[config.mk]
export PLATFORM = sky130hd
export DESIGN_NAME = autoAnim
export DESIGN_NICKNAME = d
export VERILOG_FILES = /design/src/lspc_cfg.svh /design/src/lspcPkg.sv /design/src/autoAnim.sv
export SDC_FILE = /design/constraint.sdc
export NUM_CORES = 1
export LEC_CHECK = 0
export BUFFER_PORTS_ARGS = -buffer_cell sky130_fd_sc_hd__buf_2
export CORE_MARGIN = 2
export CORE_UTILIZATION = 45
export CTS_CLUSTER_DIAMETER = 120
export DETAILED_ROUTE_END_ITERATION = 10
export PLACE_DENSITY = 0.69
export SLEW_MARGIN = 20
export SYNTH_ARGS = -nofsm -noshare
export SYNTH_HDL_FRONTEND = slang
export SYNTH_SLANG_ARGS = --single-unit
[constraint.sdc]
create_clock -name CLK_24M -period 2.85 [get_ports CLK_24M]
set_input_delay 0.285 -clock CLK_24M [delete_from_list [all_inputs] [get_ports CLK_24M]]
set_output_delay 0.285 -clock CLK_24M [all_outputs]
set_load 0.05 [all_outputs]
[src/lspc_cfg.svh]
`ifndef LSPC_CFG_SVH
`define LSPC_CFG_SVH

// Raster geometry in pixel ticks per line and lines per frame
`define LSPC_H_TOTAL 384
`define LSPC_H_SYNC 32
`define LSPC_V_TOTAL 264
`define LSPC_V_BLANK_START 240
`define LSPC_V_SYNC 8

// 1 for PAL, 0 for NTSC
`define LSPC_VIDEO_MODE 1

`define LSPC_VRAM_WORDS 32768

// Register byte offsets on the host bus
`define LSPC_REG_VRAMADDR 4'h0
`define LSPC_REG_VRAMRW 4'h2
`define LSPC_REG_VRAMMOD 4'h4
`define LSPC_REG_MODE 4'h6
`define LSPC_REG_TIMERHI 4'h8
`define LSPC_REG_TIMERLO 4'hA
`define LSPC_REG_IRQACK 4'hC
`define LSPC_REG_TIMERSTOP 4'hE

`endif

[src/lspcPkg.sv]
package lspcPkg;

	// Raster position, horizontal or vertical
	typedef logic [8:0] rasterCnt;

	typedef logic [14:0] vramAddr;

	// VRAM word, also used for register values
	typedef logic [15:0] vramWord;

	typedef logic [31:0] timerVal;

	typedef logic [2:0] aaCount;

	// Beam position and sync outputs
	typedef struct packed {
		rasterCnt hCount;
		rasterCnt vCount;
		logic hSync;
		logic vSync;
		logic vBlank;
	} rasterPos;

	// Single-cycle host access to VRAM
	typedef struct packed {
		logic valid;
		logic write;
		vramAddr addr;
		vramWord wdata;
	} vramReq;

	typedef struct packed {
		timerVal reloadVal;
		logic loadNow;
		logic reloadOnZero;
		logic intEnable;
		logic stopInBorder;
	} timerCtrl;

	typedef enum logic [0:0] {wrIdle, wrResp} axiWrState;

endpackage

[src/autoAnim.sv]
`timescale 1ns/1ps

module autoAnim(
	input logic CLK_24M,
	input logic nRESET,
	input logic vBlank,
	input logic [7:0] speed,
	input logic disableAnim,
	output lspcPkg::aaCount value
);

	logic vBlankPrev;
	logic frameRise;
	logic [7:0] frameCnt;

	assign frameRise = vBlank && !vBlankPrev;

	always_ff @(posedge CLK_24M)
	begin
		if (!nRESET)
		begin
			vBlankPrev <= 1'b0;
			frameCnt <= '0;
			value <= '0;
		end
		else
		begin
			vBlankPrev <= vBlank;
			if (frameRise)
			begin
				// Speed 0 and 1 both step every frame
				if (({1'b0, frameCnt} + 9'd1) >= {1'b0, speed})
				begin
					frameCnt <= '0;
					if (!disableAnim)
						value <= value + 3'd1;
				end
				else
					frameCnt <= frameCnt + 8'd1;
			end
		end
	end

endmodule

## Word-level counts from Yosys, hierarchy flattened

Cells that the tools add are included.

- Bitwise logic cells: 1
- Muxes and demuxes: 1
- Order comparisons: 1
- Reductions and logical operators: 3
- Add/sub/neg operators: 3

Operators by type and width:

| cell | number |
|---|---|
| $add A8 B1 Y9 const B | 1 |
| $ge A9 B8 Y1 | 1 |
| $add A8 B1 Y8 const B | 1 |
| $mux W8 | 1 |
| $add A3 B1 Y3 const B | 1 |
| $reduce_and A3 Y1 | 1 |
| $logic_and A1 B1 Y1 | 1 |
| $logic_not A1 Y1 | 1 |
| $not A1 Y1 | 1 |

- Bits in registers: 12
- Output and inout bits: 3

## Depth between registers and ports, before layout

Gate-level depths: netlist of run 1.

- Word-level depth: 3
- Mapped depth: 11
- Depth with buffers taken out: 9

## Worst setup path after synthesis of run 1

OpenSTA, ideal clock, no wires.

- Path type: reg-to-reg
- Start: reg frameCnt[0]
- End: reg value[0]
- Arrival time: 2167 ps
- Period minus slack after synthesis: 2298 ps
- Setup slack: 552 ps
- Buffers on the path: 1
- Library setup time: 130 ps
- Cell stages (with the launch flop): 11
- Path through: dfxtp_1 > ha_1 > nand3_1 > xnor2_1 > ha_1 > and3_4 > a221oi_2 > o21a_1 > buf_6 > mux2i_1 > o211ai_1

- Longest elaborated chain between the ends: 3

RTL lines:

| element | line | RTL |
|---|---|---|
| start, declared | autoAnim.sv:14 | `logic [7:0] frameCnt;` |
| start signal, assigned | autoAnim.sv:39 | `frameCnt <= frameCnt + 8'd1;` |
| $add A8 B1 Y9 | autoAnim.sv:32 | `if (({1'b0, frameCnt} + 9'd1) >= {1'b0, speed})` |
| $ge A9 B8 Y1 | autoAnim.sv:32 |  |
| $reduce_and A3 Y1 (no line) | n/a |  |
| end signal, assigned | autoAnim.sv:36 | `value <= value + 3'd1;` |
| end, declared | autoAnim.sv:9 | `output lspcPkg::aaCount value` |

Every way passes these cells.
A chain may end at the register's enable or synchronous reset.

## Worst setup path after layout of run 1

- Start: reg frameCnt[2]
- End: reg frameCnt[2]

- Longest elaborated chain between the ends: 3

RTL lines:

| element | line |
|---|---|
| $add A8 B1 Y9 | autoAnim.sv:32 |
| $ge A9 B8 Y1 | autoAnim.sv:32 |
| $mux W8 * | autoAnim.sv:32 |

Mark *: on every way between the ends. The rest lies on a longest branch, timed or not.

==> results by group, run 1 <==
Synthesis
  • Area share of the leading cell type in the synthesized netlist: 27.04%
  • Top-count cell post-synth: nand3_1
  • Register area share after synthesis: 27.04%
  • Post-Syn Nets: 133
  • Unique masters post-synth: 34
  • Synth cell count leaders: 16 x nand3_1, 12 x dfxtp_1, 12 x nand2_1
  • Post-synth ARST share: 0%
  • Number of synthesized flops with an enable pin: 0
  • Synth warnings: 0
  • Most used flip-flop cell after synthesis: dfxtp_1
  • Yosys reg bits: 12
  • Synth Instances: 111
  • Area leader, netlist: dfxtp_1
  • Top cells by area, synth: dfxtp_1 27%, ha_1 14%, nand3_1 9.0%
  • Mean area per synthesized cell: 8.003 µm²
  • Syn Std Cell Area: 888.4 µm²

Placement
  • Post-Place Cells: 148
  • HPWL after detailed placement: 1.385 mm
  • Final Wtd Congestion: 0.7859
  • Port-buffer cells: 14

Global route
  • Pin count of the biggest net entering global routing: 17
  • Vias in the first global route: 729
  • Global-route usage over all layers: 16.95%
  • Initial antenna violation count: 0
  • GRT overflow: 0
  • First-pass GRT wire length: 3.125 mm

Die
  • # rows: 16
  • Initial Util: 46.71%
  • CORE AREA: 0.001902 mm²
  • # IOs: 15
  • Die height: 48.43 µm
  • Die ar.: 0.002345 mm²
  • Width of the chip: 48.43 µm

Power
  • Flop pwr share: 49.1%
  • Worst ir drop on vdd: 281.9 µV
  • Total power: 0.3594 mW
  • LEAKAGE: 0.5137 nW
  • Internal power: 0.2685 mW
  • Power share of the clock group: 38.4%
  • P_sw: 0.09094 mW
  • Sw Ratio: 25.30%
  • Comb pwr share: 12.5%
  • Power density cells: 357.3 mW/mm²

Drt
  • Final wirelength: 1.826 mm
  • DR vias: 819
  • Post-route antenna net violation count: 0
  • Initial drt markers: 33
  • DR DRC count: 0
  • Wire length per cell: 12.01 µm
  • Pre-Repair DR Iteration Count: 4
  • Vias per cell: 5.388

Layout
  • # fillers: 187
  • Final std cells w/o fill: 152
  • Final #Nets: 148
  • Fin util: 52.89%
  • Share of layout cells above drive strength 1: 18.40%
  • Diodes inserted: 0
  • Area grow syn2layout: 13.24%

CTS
  • Clk Latency, worst-skew pair: 0.28 ns
  • Htree depth: 1
  • CTS tree: built
  • Num CTS Buffers: 3
  • Longest Clk Path Bufs: 2
  • Root Driver: clkbuf_4
  • Clock-pin slew on the worst setup and hold paths: 0.08 ns
  • CTS Sinks: 12

Timing
  • Min Tclk post-route: 2.588 ns
  • Least-Margin Pin Slew: 0.4428 ns
  • Final Hold Fails: 0
  • Clock Skew: 0.006197 ns
  • Fin. max-slew vios: 0
  • Setup TNS: 0 ns
  • Fmax: 386.4 MHz
  • Final setup viols: 0
  • Crit share post-route: 90.82%
  • RSZ-0062 raised after global routing: no
  • Slew HR: 70.48%

Job
  • Reported max-cap violation count: 0

Worst setup path
  • Max FO, Critical Path: 9
  • Data required, critical path: 3.06 ns
  • Slowest stage delay, CP: 0.49 ns
  • Kind of end point of the critical path: register
  • CP dominant cell by count: and3_1
  • Crit-path cells: and3_1, and3_1, xor2_1, ha_1, and3_4, a221oi_2, o21a_2, nand4b_1, a31oi_1
  • CP max stage cell: dfxtp_1
  • Startpoint types: register
  • Critical path class: reg2reg
  • Data arrival time of the worst path: 2.79 ns

Run status
  • Status: finished clean

Hold path
  • Worst min path class: in2reg
## critical path: cells and delay by family, from the launching register on
kind / cells / cell delay, ns
fa+ha+maj: 1 / 0.29
simple gates: 4 / 0.72
xor+xnor: 1 / 0.27
compound gates: 3 / 0.74
flops: 1 / 0.49
## layout make-up
cell class	instances	area (µm²)	share of cell area [%]
Timing Repair Buffer	14	70.07	6.965
Multi-Input combinational cell	87	595.6	59.20
Sequential cell	12	240.2	23.88
Clock buffer	4	36.28	3.607
Tap cell	27	33.78	3.358
Inverter	8	30.03	2.985
## what timing repair did
item / 4_1_cts / 5_1_grt
setup buffers: 0 / 0
resized for setup: 0 / 1
hold endpoints to repair: 0 / 0
endpoints found under the setup margin: 0 / 4
hold buffers: 0 / 0
## path summary, 6_finish.rpt
kind,start,to,slack [ns],depth (start not counted)
min reg2reg,frameCnt[4],frameCnt[4],0.52,2
min,vBlank,vBlankPrev,0.24,2
max reg2reg,frameCnt[2],frameCnt[2],0.26,9
max,frameCnt[2],frameCnt[2],0.26,9
## per-layer routing
metal  routed length, µm  global-route usage [%]
met1                 850                   21.40
met2                 842                   28.70
met3                  95                   1.852
met4                  38                   8.571
met5                   0                       0
## power groups by stage
stage	combinational [mW]	sequential (mW)	clock, mW
after floorplan	0.0293	0.180	0
after global placement	0.0437	0.180	0
after detailed placement	0.0454	0.180	0
after CTS	0.0456	0.176	0.139
after global routing	0.0525	0.177	0.147
final	0.0449	0.176	0.138
## metrics by stage
stage                     area, µm²  hold WS (ns)  worst slack (ns)
after floorplan               888.4        0.4067            0.5524
after global placement        968.4        0.5071            0.2345
after detailed placement      968.4        0.5046            0.1940
after CTS                      1005        0.2367            0.1754
after global routing           1006        0.2426            0.1106
final                          1006        0.2382            0.2617
## kinds of logic (layout without fill, tap and decap cells)
logic type      after synthesis  count (layout)  share of synthesized area (%)
mux                           3               3                          3.380
simple gates                 49              49                          29.16
buf+inv                      12              26                          6.056
flops                        12              12                          27.04
compound gates               19              19                          14.36
fa+ha+maj                    10              10                          14.08
xor+xnor                      6               6                          5.917
## state kept, by name (all words and copies together) (netlist names)
register / flops
vBlankPrev: 1
value: 3
frameCnt: 8
## cell usage in the layout, fill, tap and decap left out, types with 4 or more instances in the layout
| cell type | count |
|---|---|
| buf_2 | 14 |
| ha_1 | 10 |
| inv_1 | 8 |
| nand3_1 | 16 |
| nand2_1 | 12 |
| nor2_1 | 5 |
| dfxtp_1 | 12 |
| o21ai_0 | 4 |
Power figures use the tool's default switching activity.
==> run 2: changes to the inputs <==
--- a/config.mk
+++ b/config.mk
@@ -6,11 +6,13 @@
 export NUM_CORES = 1
 export LEC_CHECK = 0
 export BUFFER_PORTS_ARGS = -buffer_cell sky130_fd_sc_hd__buf_2
+export CELL_PAD_IN_SITES_DETAIL_PLACEMENT = 0
+export CELL_PAD_IN_SITES_GLOBAL_PLACEMENT = 1
 export CORE_MARGIN = 2
-export CORE_UTILIZATION = 45
+export CORE_UTILIZATION = 40
 export CTS_CLUSTER_DIAMETER = 120
 export DETAILED_ROUTE_END_ITERATION = 10
-export PLACE_DENSITY = 0.69
+export PLACE_DENSITY = 0.8
 export SLEW_MARGIN = 20
 export SYNTH_ARGS = -nofsm -noshare
 export SYNTH_HDL_FRONTEND = slang
==> constraint.sdc (replaced) <==
create_clock -name CLK_24M -period 2.48 [get_ports CLK_24M]
set_input_delay 0.248 -clock CLK_24M [delete_from_list [all_inputs] [get_ports CLK_24M]]
set_output_delay 0.248 -clock CLK_24M [all_outputs]
set_load 0.05 [all_outputs]
==> run 2 against run 1 <==
Via count grew 7.6%. Flip-flop and latch count is the same. Power grew 19%. Hold slack worse by 0.056 ns. Largest cell class unchanged. Largest power group unchanged.
==> results by group, run 2 (synthesis gave the netlist of run 1 again) <==
Drt
  • Initial drt markers: 23 (-30%)
  • Vias per cell: 5.339 (-0.91%)
  • DR vias: 881 (+7.6%)
  • Pre-Repair DR Iteration Count: 6 (+2)
  • Wire length per cell: 12.35 µm (+2.8%)
  • Post-route antenna net violation count: 0 (unchanged)
  • Final wirelength: 2.037 mm (+12%)
  • DR DRC count: 0 (unchanged)

Power
  • Sw Ratio: 26.24% (+0.94 points)
  • Internal power: 0.3145 mW (+17%)
  • Worst ir drop on vdd: 266.8 µV (-5.4%)
  • Power density cells: 370.5 mW/mm² (+3.7%)
  • P_sw: 0.1119 mW (+23%)
  • Flop pwr share: 47.7% (-1.4 points)
  • Power share of the clock group: 38.3% (about the same)
  • Comb pwr share: 14.0% (+1.5 points)
  • LEAKAGE: 0.5903 nW (+15%)

Die
  • Die height: 51.13 µm (+5.6%)
  • Die ar.: 0.002614 mm² (+11%)
  • Initial Util: 41.35% (-5.4 points)
  • CORE AREA: 0.002148 mm² (+13%)
  • # IOs: 15 (unchanged)
  • Width of the chip: 51.13 µm (+5.6%)
  • # rows: 17 (+1)

CTS
  • Root Driver: clkbuf_4
  • Longest Clk Path Bufs: 2 (unchanged)
  • Clock-pin slew on the worst setup and hold paths: 0.08 ns (about the same)
  • CTS tree: built
  • Clk Latency, worst-skew pair: 0.29 ns (about the same)
  • CTS Sinks: 12 (unchanged)
  • Htree depth: 1 (unchanged)
  • Num CTS Buffers: 3 (unchanged)

Worst setup path
  • Critical path class: reg2reg
  • Startpoint types: register
  • Crit Reg-Reg Startpoint: frameCnt[4]
  • Origin of the worst setup path: frameCnt[4]
  • Data required, critical path: 2.65 ns (-0.41 ns)
  • Data arrival time of the worst path: 2.51 ns (-0.28 ns)
  • Kind of end point of the critical path: register
  • Max FO, Critical Path: 9 (unchanged)

Timing
  • Min Tclk post-route: 2.338 ns (-0.2507 ns)
  • Least-Margin Pin Slew: 0.4724 ns (+0.02962 ns)
  • Setup TNS: 0 ns (unchanged)
  • Slew HR: 68.44% (-2.0 points)
  • Clock Skew: 0.002299 ns (-0.003899 ns)
  • Hold_ws: 0.1822 ns (-0.05598 ns)
  • Final setup viols: 0 (unchanged)
  • Fin. max-slew vios: 0 (unchanged)
  • Crit share post-route: 94.26% (+3.4 points)
  • Final Hold Fails: 0 (unchanged)
  • Fmax: 427.8 MHz (+11%)

Hold path
  • Worst min path class: in2reg
  • Worst hold path startpoint: vBlank

Layout
  • Area grow syn2layout: 29.58%
  • Final #Nets: 160 (+8.1%)
  • Design area: 0.001151 mm² (+14%)
  • Commonest non-fill, non-tap cell in the layout: nand3_1
  • Max FFs per register: 8 (unchanged)
  • Final std cells w/o fill: 165 (+8.6%)
  • # fillers: 209 (+12%)
  • Diodes inserted: 0 (unchanged)
  • Share of layout cells above drive strength 1: 31.39% (+13 points)
  • Commonest cells after routing, fill and taps aside: 16 x nand3_1, 14 x buf_2, 12 x nand2_1, 11 x buf_4, 9 x ha_1
  • Fin util: 53.58% (+0.69 points)
  • Largest Register: frameCnt
  • Regs by FF count: frameCnt x8, value x3, vBlankPrev x1

Global route
  • Vias in the first global route: 805 (+10%)
  • Pin count of the biggest net entering global routing: 17 (unchanged)
  • Global-route usage over all layers: 17.56% (+0.61 points)
  • First-pass GRT wire length: 3.429 mm (+9.7%)
  • GRT overflow: 0 (unchanged)
  • Initial antenna violation count: 0 (unchanged)

Placement
  • Post-DP Area: 0.001057 mm² (+9.2%)
  • HPWL after detailed placement: 1.565 mm (+13%)
  • Port-buffer cells: 14 (unchanged)
  • Final Wtd Congestion: 0.8104 (+3.1%)
  • Post-Place Cells: 159 (+7.4%)

Run status
  • Status: finished clean

Job
  • Reported max-cap violation count: 0 (unchanged)
run 2: changes by cell type in the layout (fill, tap and decap cells not counted), moves of 2 or more:
cell / previous run / this run
buf_4: 0 / 11
dfxtp_1: 12 / 8
dfxtp_2: 0 / 4
xor2_1: 3 / 1
xor2_2: 0 / 2
run 2: routing by layer:
metal  wire length [µm]  track usage (%)  up-vias  part of all wire (%)
li1                   -                -      452                     -
met1                878            21.98      399                    43
met2                995            28.79       25                    49
met3                120            3.509        5                   5.9
met4                 42            8.108        0                   2.1
met5                  0                0        -                     0
run 2: power groups by stage:
stage	sequential, mW	combinational, mW	clock, mW
after floorplan	0.207	0.0336	0
after global placement	0.206	0.0567	0
after detailed placement	0.206	0.0584	0
after CTS	0.201	0.0588	0.163
after global routing	0.204	0.0673	0.174
final	0.204	0.0597	0.163
run 2: worst max-delay path: stages, from the launching register on:
cell and delay, ns:
dfxtp_1 0.34, and3_1 0.20, and3_1 0.21, xor2_2 0.18, ha_1 0.27, and3_4 0.18, a221oi_2 0.22, o21a_1 0.20
buf_12 0.13, mux2i_1 0.18, o211ai_1 0.10
run 2: worst paths after layout:
kind	endpoint	slack, ns	depth (start not counted)
worst max-delay path	value[0]	0.14	10
worst max register to register	value[0]	0.14	10
worst min-delay path	vBlankPrev	0.18	2
worst min register to register	frameCnt[2]	0.51	2
run 2: through the flow:
step | setup slack (ns) | total power [mW]
finish | 0.1424 | 0.4265
global route | -0.002930 | 0.4461
CTS | 0.01319 | 0.4233
detailed placement | -0.01005 | 0.2644
global placement | 0.01107 | 0.2627
floorplan | 0.1824 | 0.2409
run 2: area by class of cell:
cell class	count	area, µm²	share of cell area, %
multi-input combinational	87	631.9	54.89
sequential	12	245.2	21.30
timing repair buffer	26	172.7	15.00
tap	28	35.03	3.043
clock buffer	4	36.28	3.152
inverter	8	30.03	2.609
run 2: timing repair:
action	in CTS	in global routing
hold buffers	0	0
endpoints found under the setup margin	2	10
resized for setup	1	9
pin swaps	0	3
setup buffers	0	2
==> run 3: changes to the inputs <==
==> constraint.sdc (replaced) <==
create_clock -name CLK_24M -period 2.35 [get_ports CLK_24M]
set_input_delay 0.235 -clock CLK_24M [delete_from_list [all_inputs] [get_ports CLK_24M]]
set_output_delay 0.235 -clock CLK_24M [all_outputs]
set_load 0.05 [all_outputs]
==> run 3 against run 2 <==
Maximum frequency grew 1.9%. Clock power is 20% lower. Count of clock-buffer cells in the layout down 1. Die area stayed put. Critical endpoint unchanged. Highest routed layer unchanged. Core utilization rose by 1.1 points. Largest power group unchanged. Cell area grew 2.1%. Via count is 1.7% higher. Cell count increased by 1.8%.
==> results by group, run 3 (synthesis gave the netlist of run 1 again) <==
Run status
  • Status: finished clean

Drt
  • Pre-Repair DR Iteration Count: 4 (-2)
  • Final wirelength: 2.054 mm (+0.83%)
  • Vias per cell: 5.333 (-0.11%)
  • Initial drt markers: 14 (-39%)
  • DR DRC count: 0 (unchanged)
  • Wire length per cell: 12.23 µm (-0.97%)
  • DR vias: 896 (+1.7%)
  • Post-route antenna net violation count: 0 (unchanged)

Timing
  • Least-Margin Pin Slew: 0.4446 ns (-0.02776 ns)
  • RSZ-0062 raised after global routing: yes
  • Fin. max-slew vios: 0 (unchanged)
  • Min Tclk post-route: 2.295 ns (-0.04269 ns)
  • Clock Skew: 0.006663 ns (+0.004364 ns)
  • Fmax: 435.7 MHz (+1.9%)
  • Final Hold Fails: 0 (unchanged)
  • Setup TNS: 0 ns (unchanged)
  • Crit share post-route: 97.66% (+3.4 points)
  • Slew HR: 70.30% (+1.9 points)
  • Final setup viols: 0 (unchanged)

CTS
  • CTS Sinks: 12 (unchanged)
  • Clk Latency, worst-skew pair: 0.28 ns (about the same)
  • CTS tree: built
  • Cts-stage hold buffer count: 0 (unchanged)
  • Htree depth: 1 (unchanged)
  • Clock-pin slew on the worst setup and hold paths: 0.08 ns (about the same)
  • Root Driver: clkbuf_4
  • Longest Clk Path Bufs: 2 (unchanged)
  • Num CTS Buffers: 3 (unchanged)

Placement
  • Port-buffer cells: 14 (unchanged)
  • HPWL after detailed placement: 1.539 mm (-1.7%)
  • Post-DP Area: 0.001067 mm² (+0.95%)
  • Final Wtd Congestion: 0.7622 (-5.9%)
  • Post-Place Cells: 162 (+1.9%)

Die
  • Die ar.: 0.002614 mm² (unchanged)
  • # rows: 17 (unchanged)
  • # IOs: 15 (unchanged)
  • Initial Util: 41.35% (unchanged)
  • CORE AREA: 0.002148 mm² (unchanged)
  • Die height: 51.13 µm (unchanged)
  • Width of the chip: 51.13 µm (unchanged)

Power
  • Flop pwr share: 52.0% (+4.3 points)
  • LEAKAGE: 0.5955 nW (+0.87%)
  • Worst ir drop on vdd: 198.9 µV (-25%)
  • Power density cells: 348.8 mW/mm² (-5.8%)
  • P_sw: 0.1134 mW (+1.3%)
  • Sw Ratio: 27.66% (+1.4 points)
  • Comb pwr share: 16.1% (+2.1 points)
  • Internal power: 0.2965 mW (-5.7%)
  • Power share of the clock group: 31.9% (-6.4 points)
  • Total power: 0.4099 mW (-3.9%)

Layout
  • Regs by FF count: frameCnt x8, value x3, vBlankPrev x1
  • Area grow syn2layout: 32.25%
  • # fillers: 205 (-1.9%)
  • Final std cells w/o fill: 168 (+1.8%)
  • Final #Nets: 164 (+2.5%)
  • Commonest cells after routing, fill and taps aside: 16 x buf_4, 14 x nand3_1, 14 x buf_2, 12 x nand2_1, 9 x ha_1
  • Design area: 0.001175 mm² (+2.1%)
  • Max FFs per register: 8 (unchanged)
  • Fin util: 54.69% (+1.1 points)
  • Share of layout cells above drive strength 1: 35.71% (+4.3 points)
  • Commonest non-fill, non-tap cell in the layout: buf_4
  • Diodes inserted: 0 (unchanged)
  • Largest Register: frameCnt

Worst setup path
  • CP bufs+invs: 1 (unchanged)
  • WP depth: 10 (unchanged)
  • Top delay family on crit path: simple AND/OR/NAND/NOR gates
  • Kind of end point of the critical path: register
  • Crit-path cells: and3_4, and3_4, xor2_2, ha_1, and3_4, a221oi_2, o21a_1, buf_4, mux2i_1, o211ai_1
  • Data arrival time of the worst path: 2.45 ns (-0.06 ns)
  • Slowest stage delay, CP: 0.36 ns (+0.02 ns)
  • FF-to-FF path depth: 10 (unchanged)
  • CP max stage cell: dfxtp_2
  • R2R setup slack: 0.06 ns (-0.09 ns)
  • Critical path class: reg2reg
  • Max FO, Critical Path: 4 (-5)
  • CP dominant cell by count: and3_4
  • Data required, critical path: 2.51 ns (-0.14 ns)
  • Startpoint types: register

Global route
  • First-pass GRT wire length: 3.505 mm (+2.2%)
  • Pin count of the biggest net entering global routing: 17 (unchanged)
  • Vias in the first global route: 835 (+3.7%)
  • Initial antenna violation count: 0 (unchanged)
  • GRT overflow: 0 (unchanged)
  • Global-route usage over all layers: 17.60% (+0.043 points)

Job
  • Reported max-cap violation count: 0 (unchanged)

Hold path
  • Hold path cells: 2 (unchanged)
  • Worst min path class: in2reg
run 3: layout make-up:
class / instances / area (µm²) / area share, %
tap: 28 / 35.03 / 2.982
multi-input combinational: 87 / 641.9 / 54.63
inverter: 8 / 30.03 / 2.556
timing repair buffer: 30 / 190.2 / 16.19
clock buffer: 3 / 22.52 / 1.917
sequential: 12 / 255.2 / 21.73
run 3: path summary, 6_finish.rpt:
check,startpoint,endpoint
worst max-delay path,frameCnt[3],value[0]
worst min-delay path,vBlank,vBlankPrev
worst min register to register,frameCnt[4],frameCnt[4]
worst max register to register,frameCnt[3],value[0]
run 3: timing repair:
item / 4_1_cts / 5_1_grt
endpoints found under the setup margin: 10 / 11
pin swaps: 1 / 3
buffers inserted: 1 / 2
gates resized for setup: 6 / 12
gates cloned: 0 / 0
run 3: worst register-to-register path: cells and delay by family, from the launching register on:
kind                     cells  cell delay (ns)
adder cells (fa/ha/maj)      1             0.25
XOR/XNOR                     1             0.16
AND/OR/NAND/NOR              3             0.57
flip-flops                   1             0.36
multiplexers                 1             0.19
AO/OA/AOI/OAI                3             0.52
buffers and inverters        1             0.14
run 3: stage by stage:
stage | hold slack (ns) | worst slack (ns)
2_1_floorplan | 0.3567 | 0.05243
3_3_place_gp | 0.4649 | -0.07512
3_5_place_dp | 0.4704 | -0.1085
4_1_cts | 0.1836 | 0.01608
5_1_grt | 0.2026 | -0.08396
6_report | 0.1848 | 0.05508
run 3: power groups by stage:
stage	Clock (mW)	Sequential [mW]	Combinational [mW]
2_1_floorplan	0	0.219	0.0355
3_3_place_gp	0	0.218	0.0609
3_5_place_dp	0	0.218	0.0632
4_1_cts	0.131	0.215	0.0654
5_1_grt	0.136	0.214	0.0754
6_report	0.131	0.213	0.0658
run 3: per-layer routing:
layer	global-route usage (%)	share of wire (%)
met2	29.22	47
met3	2.047	4.8
met5	0	0
met4	9.910	2.9
met1	21.96	45
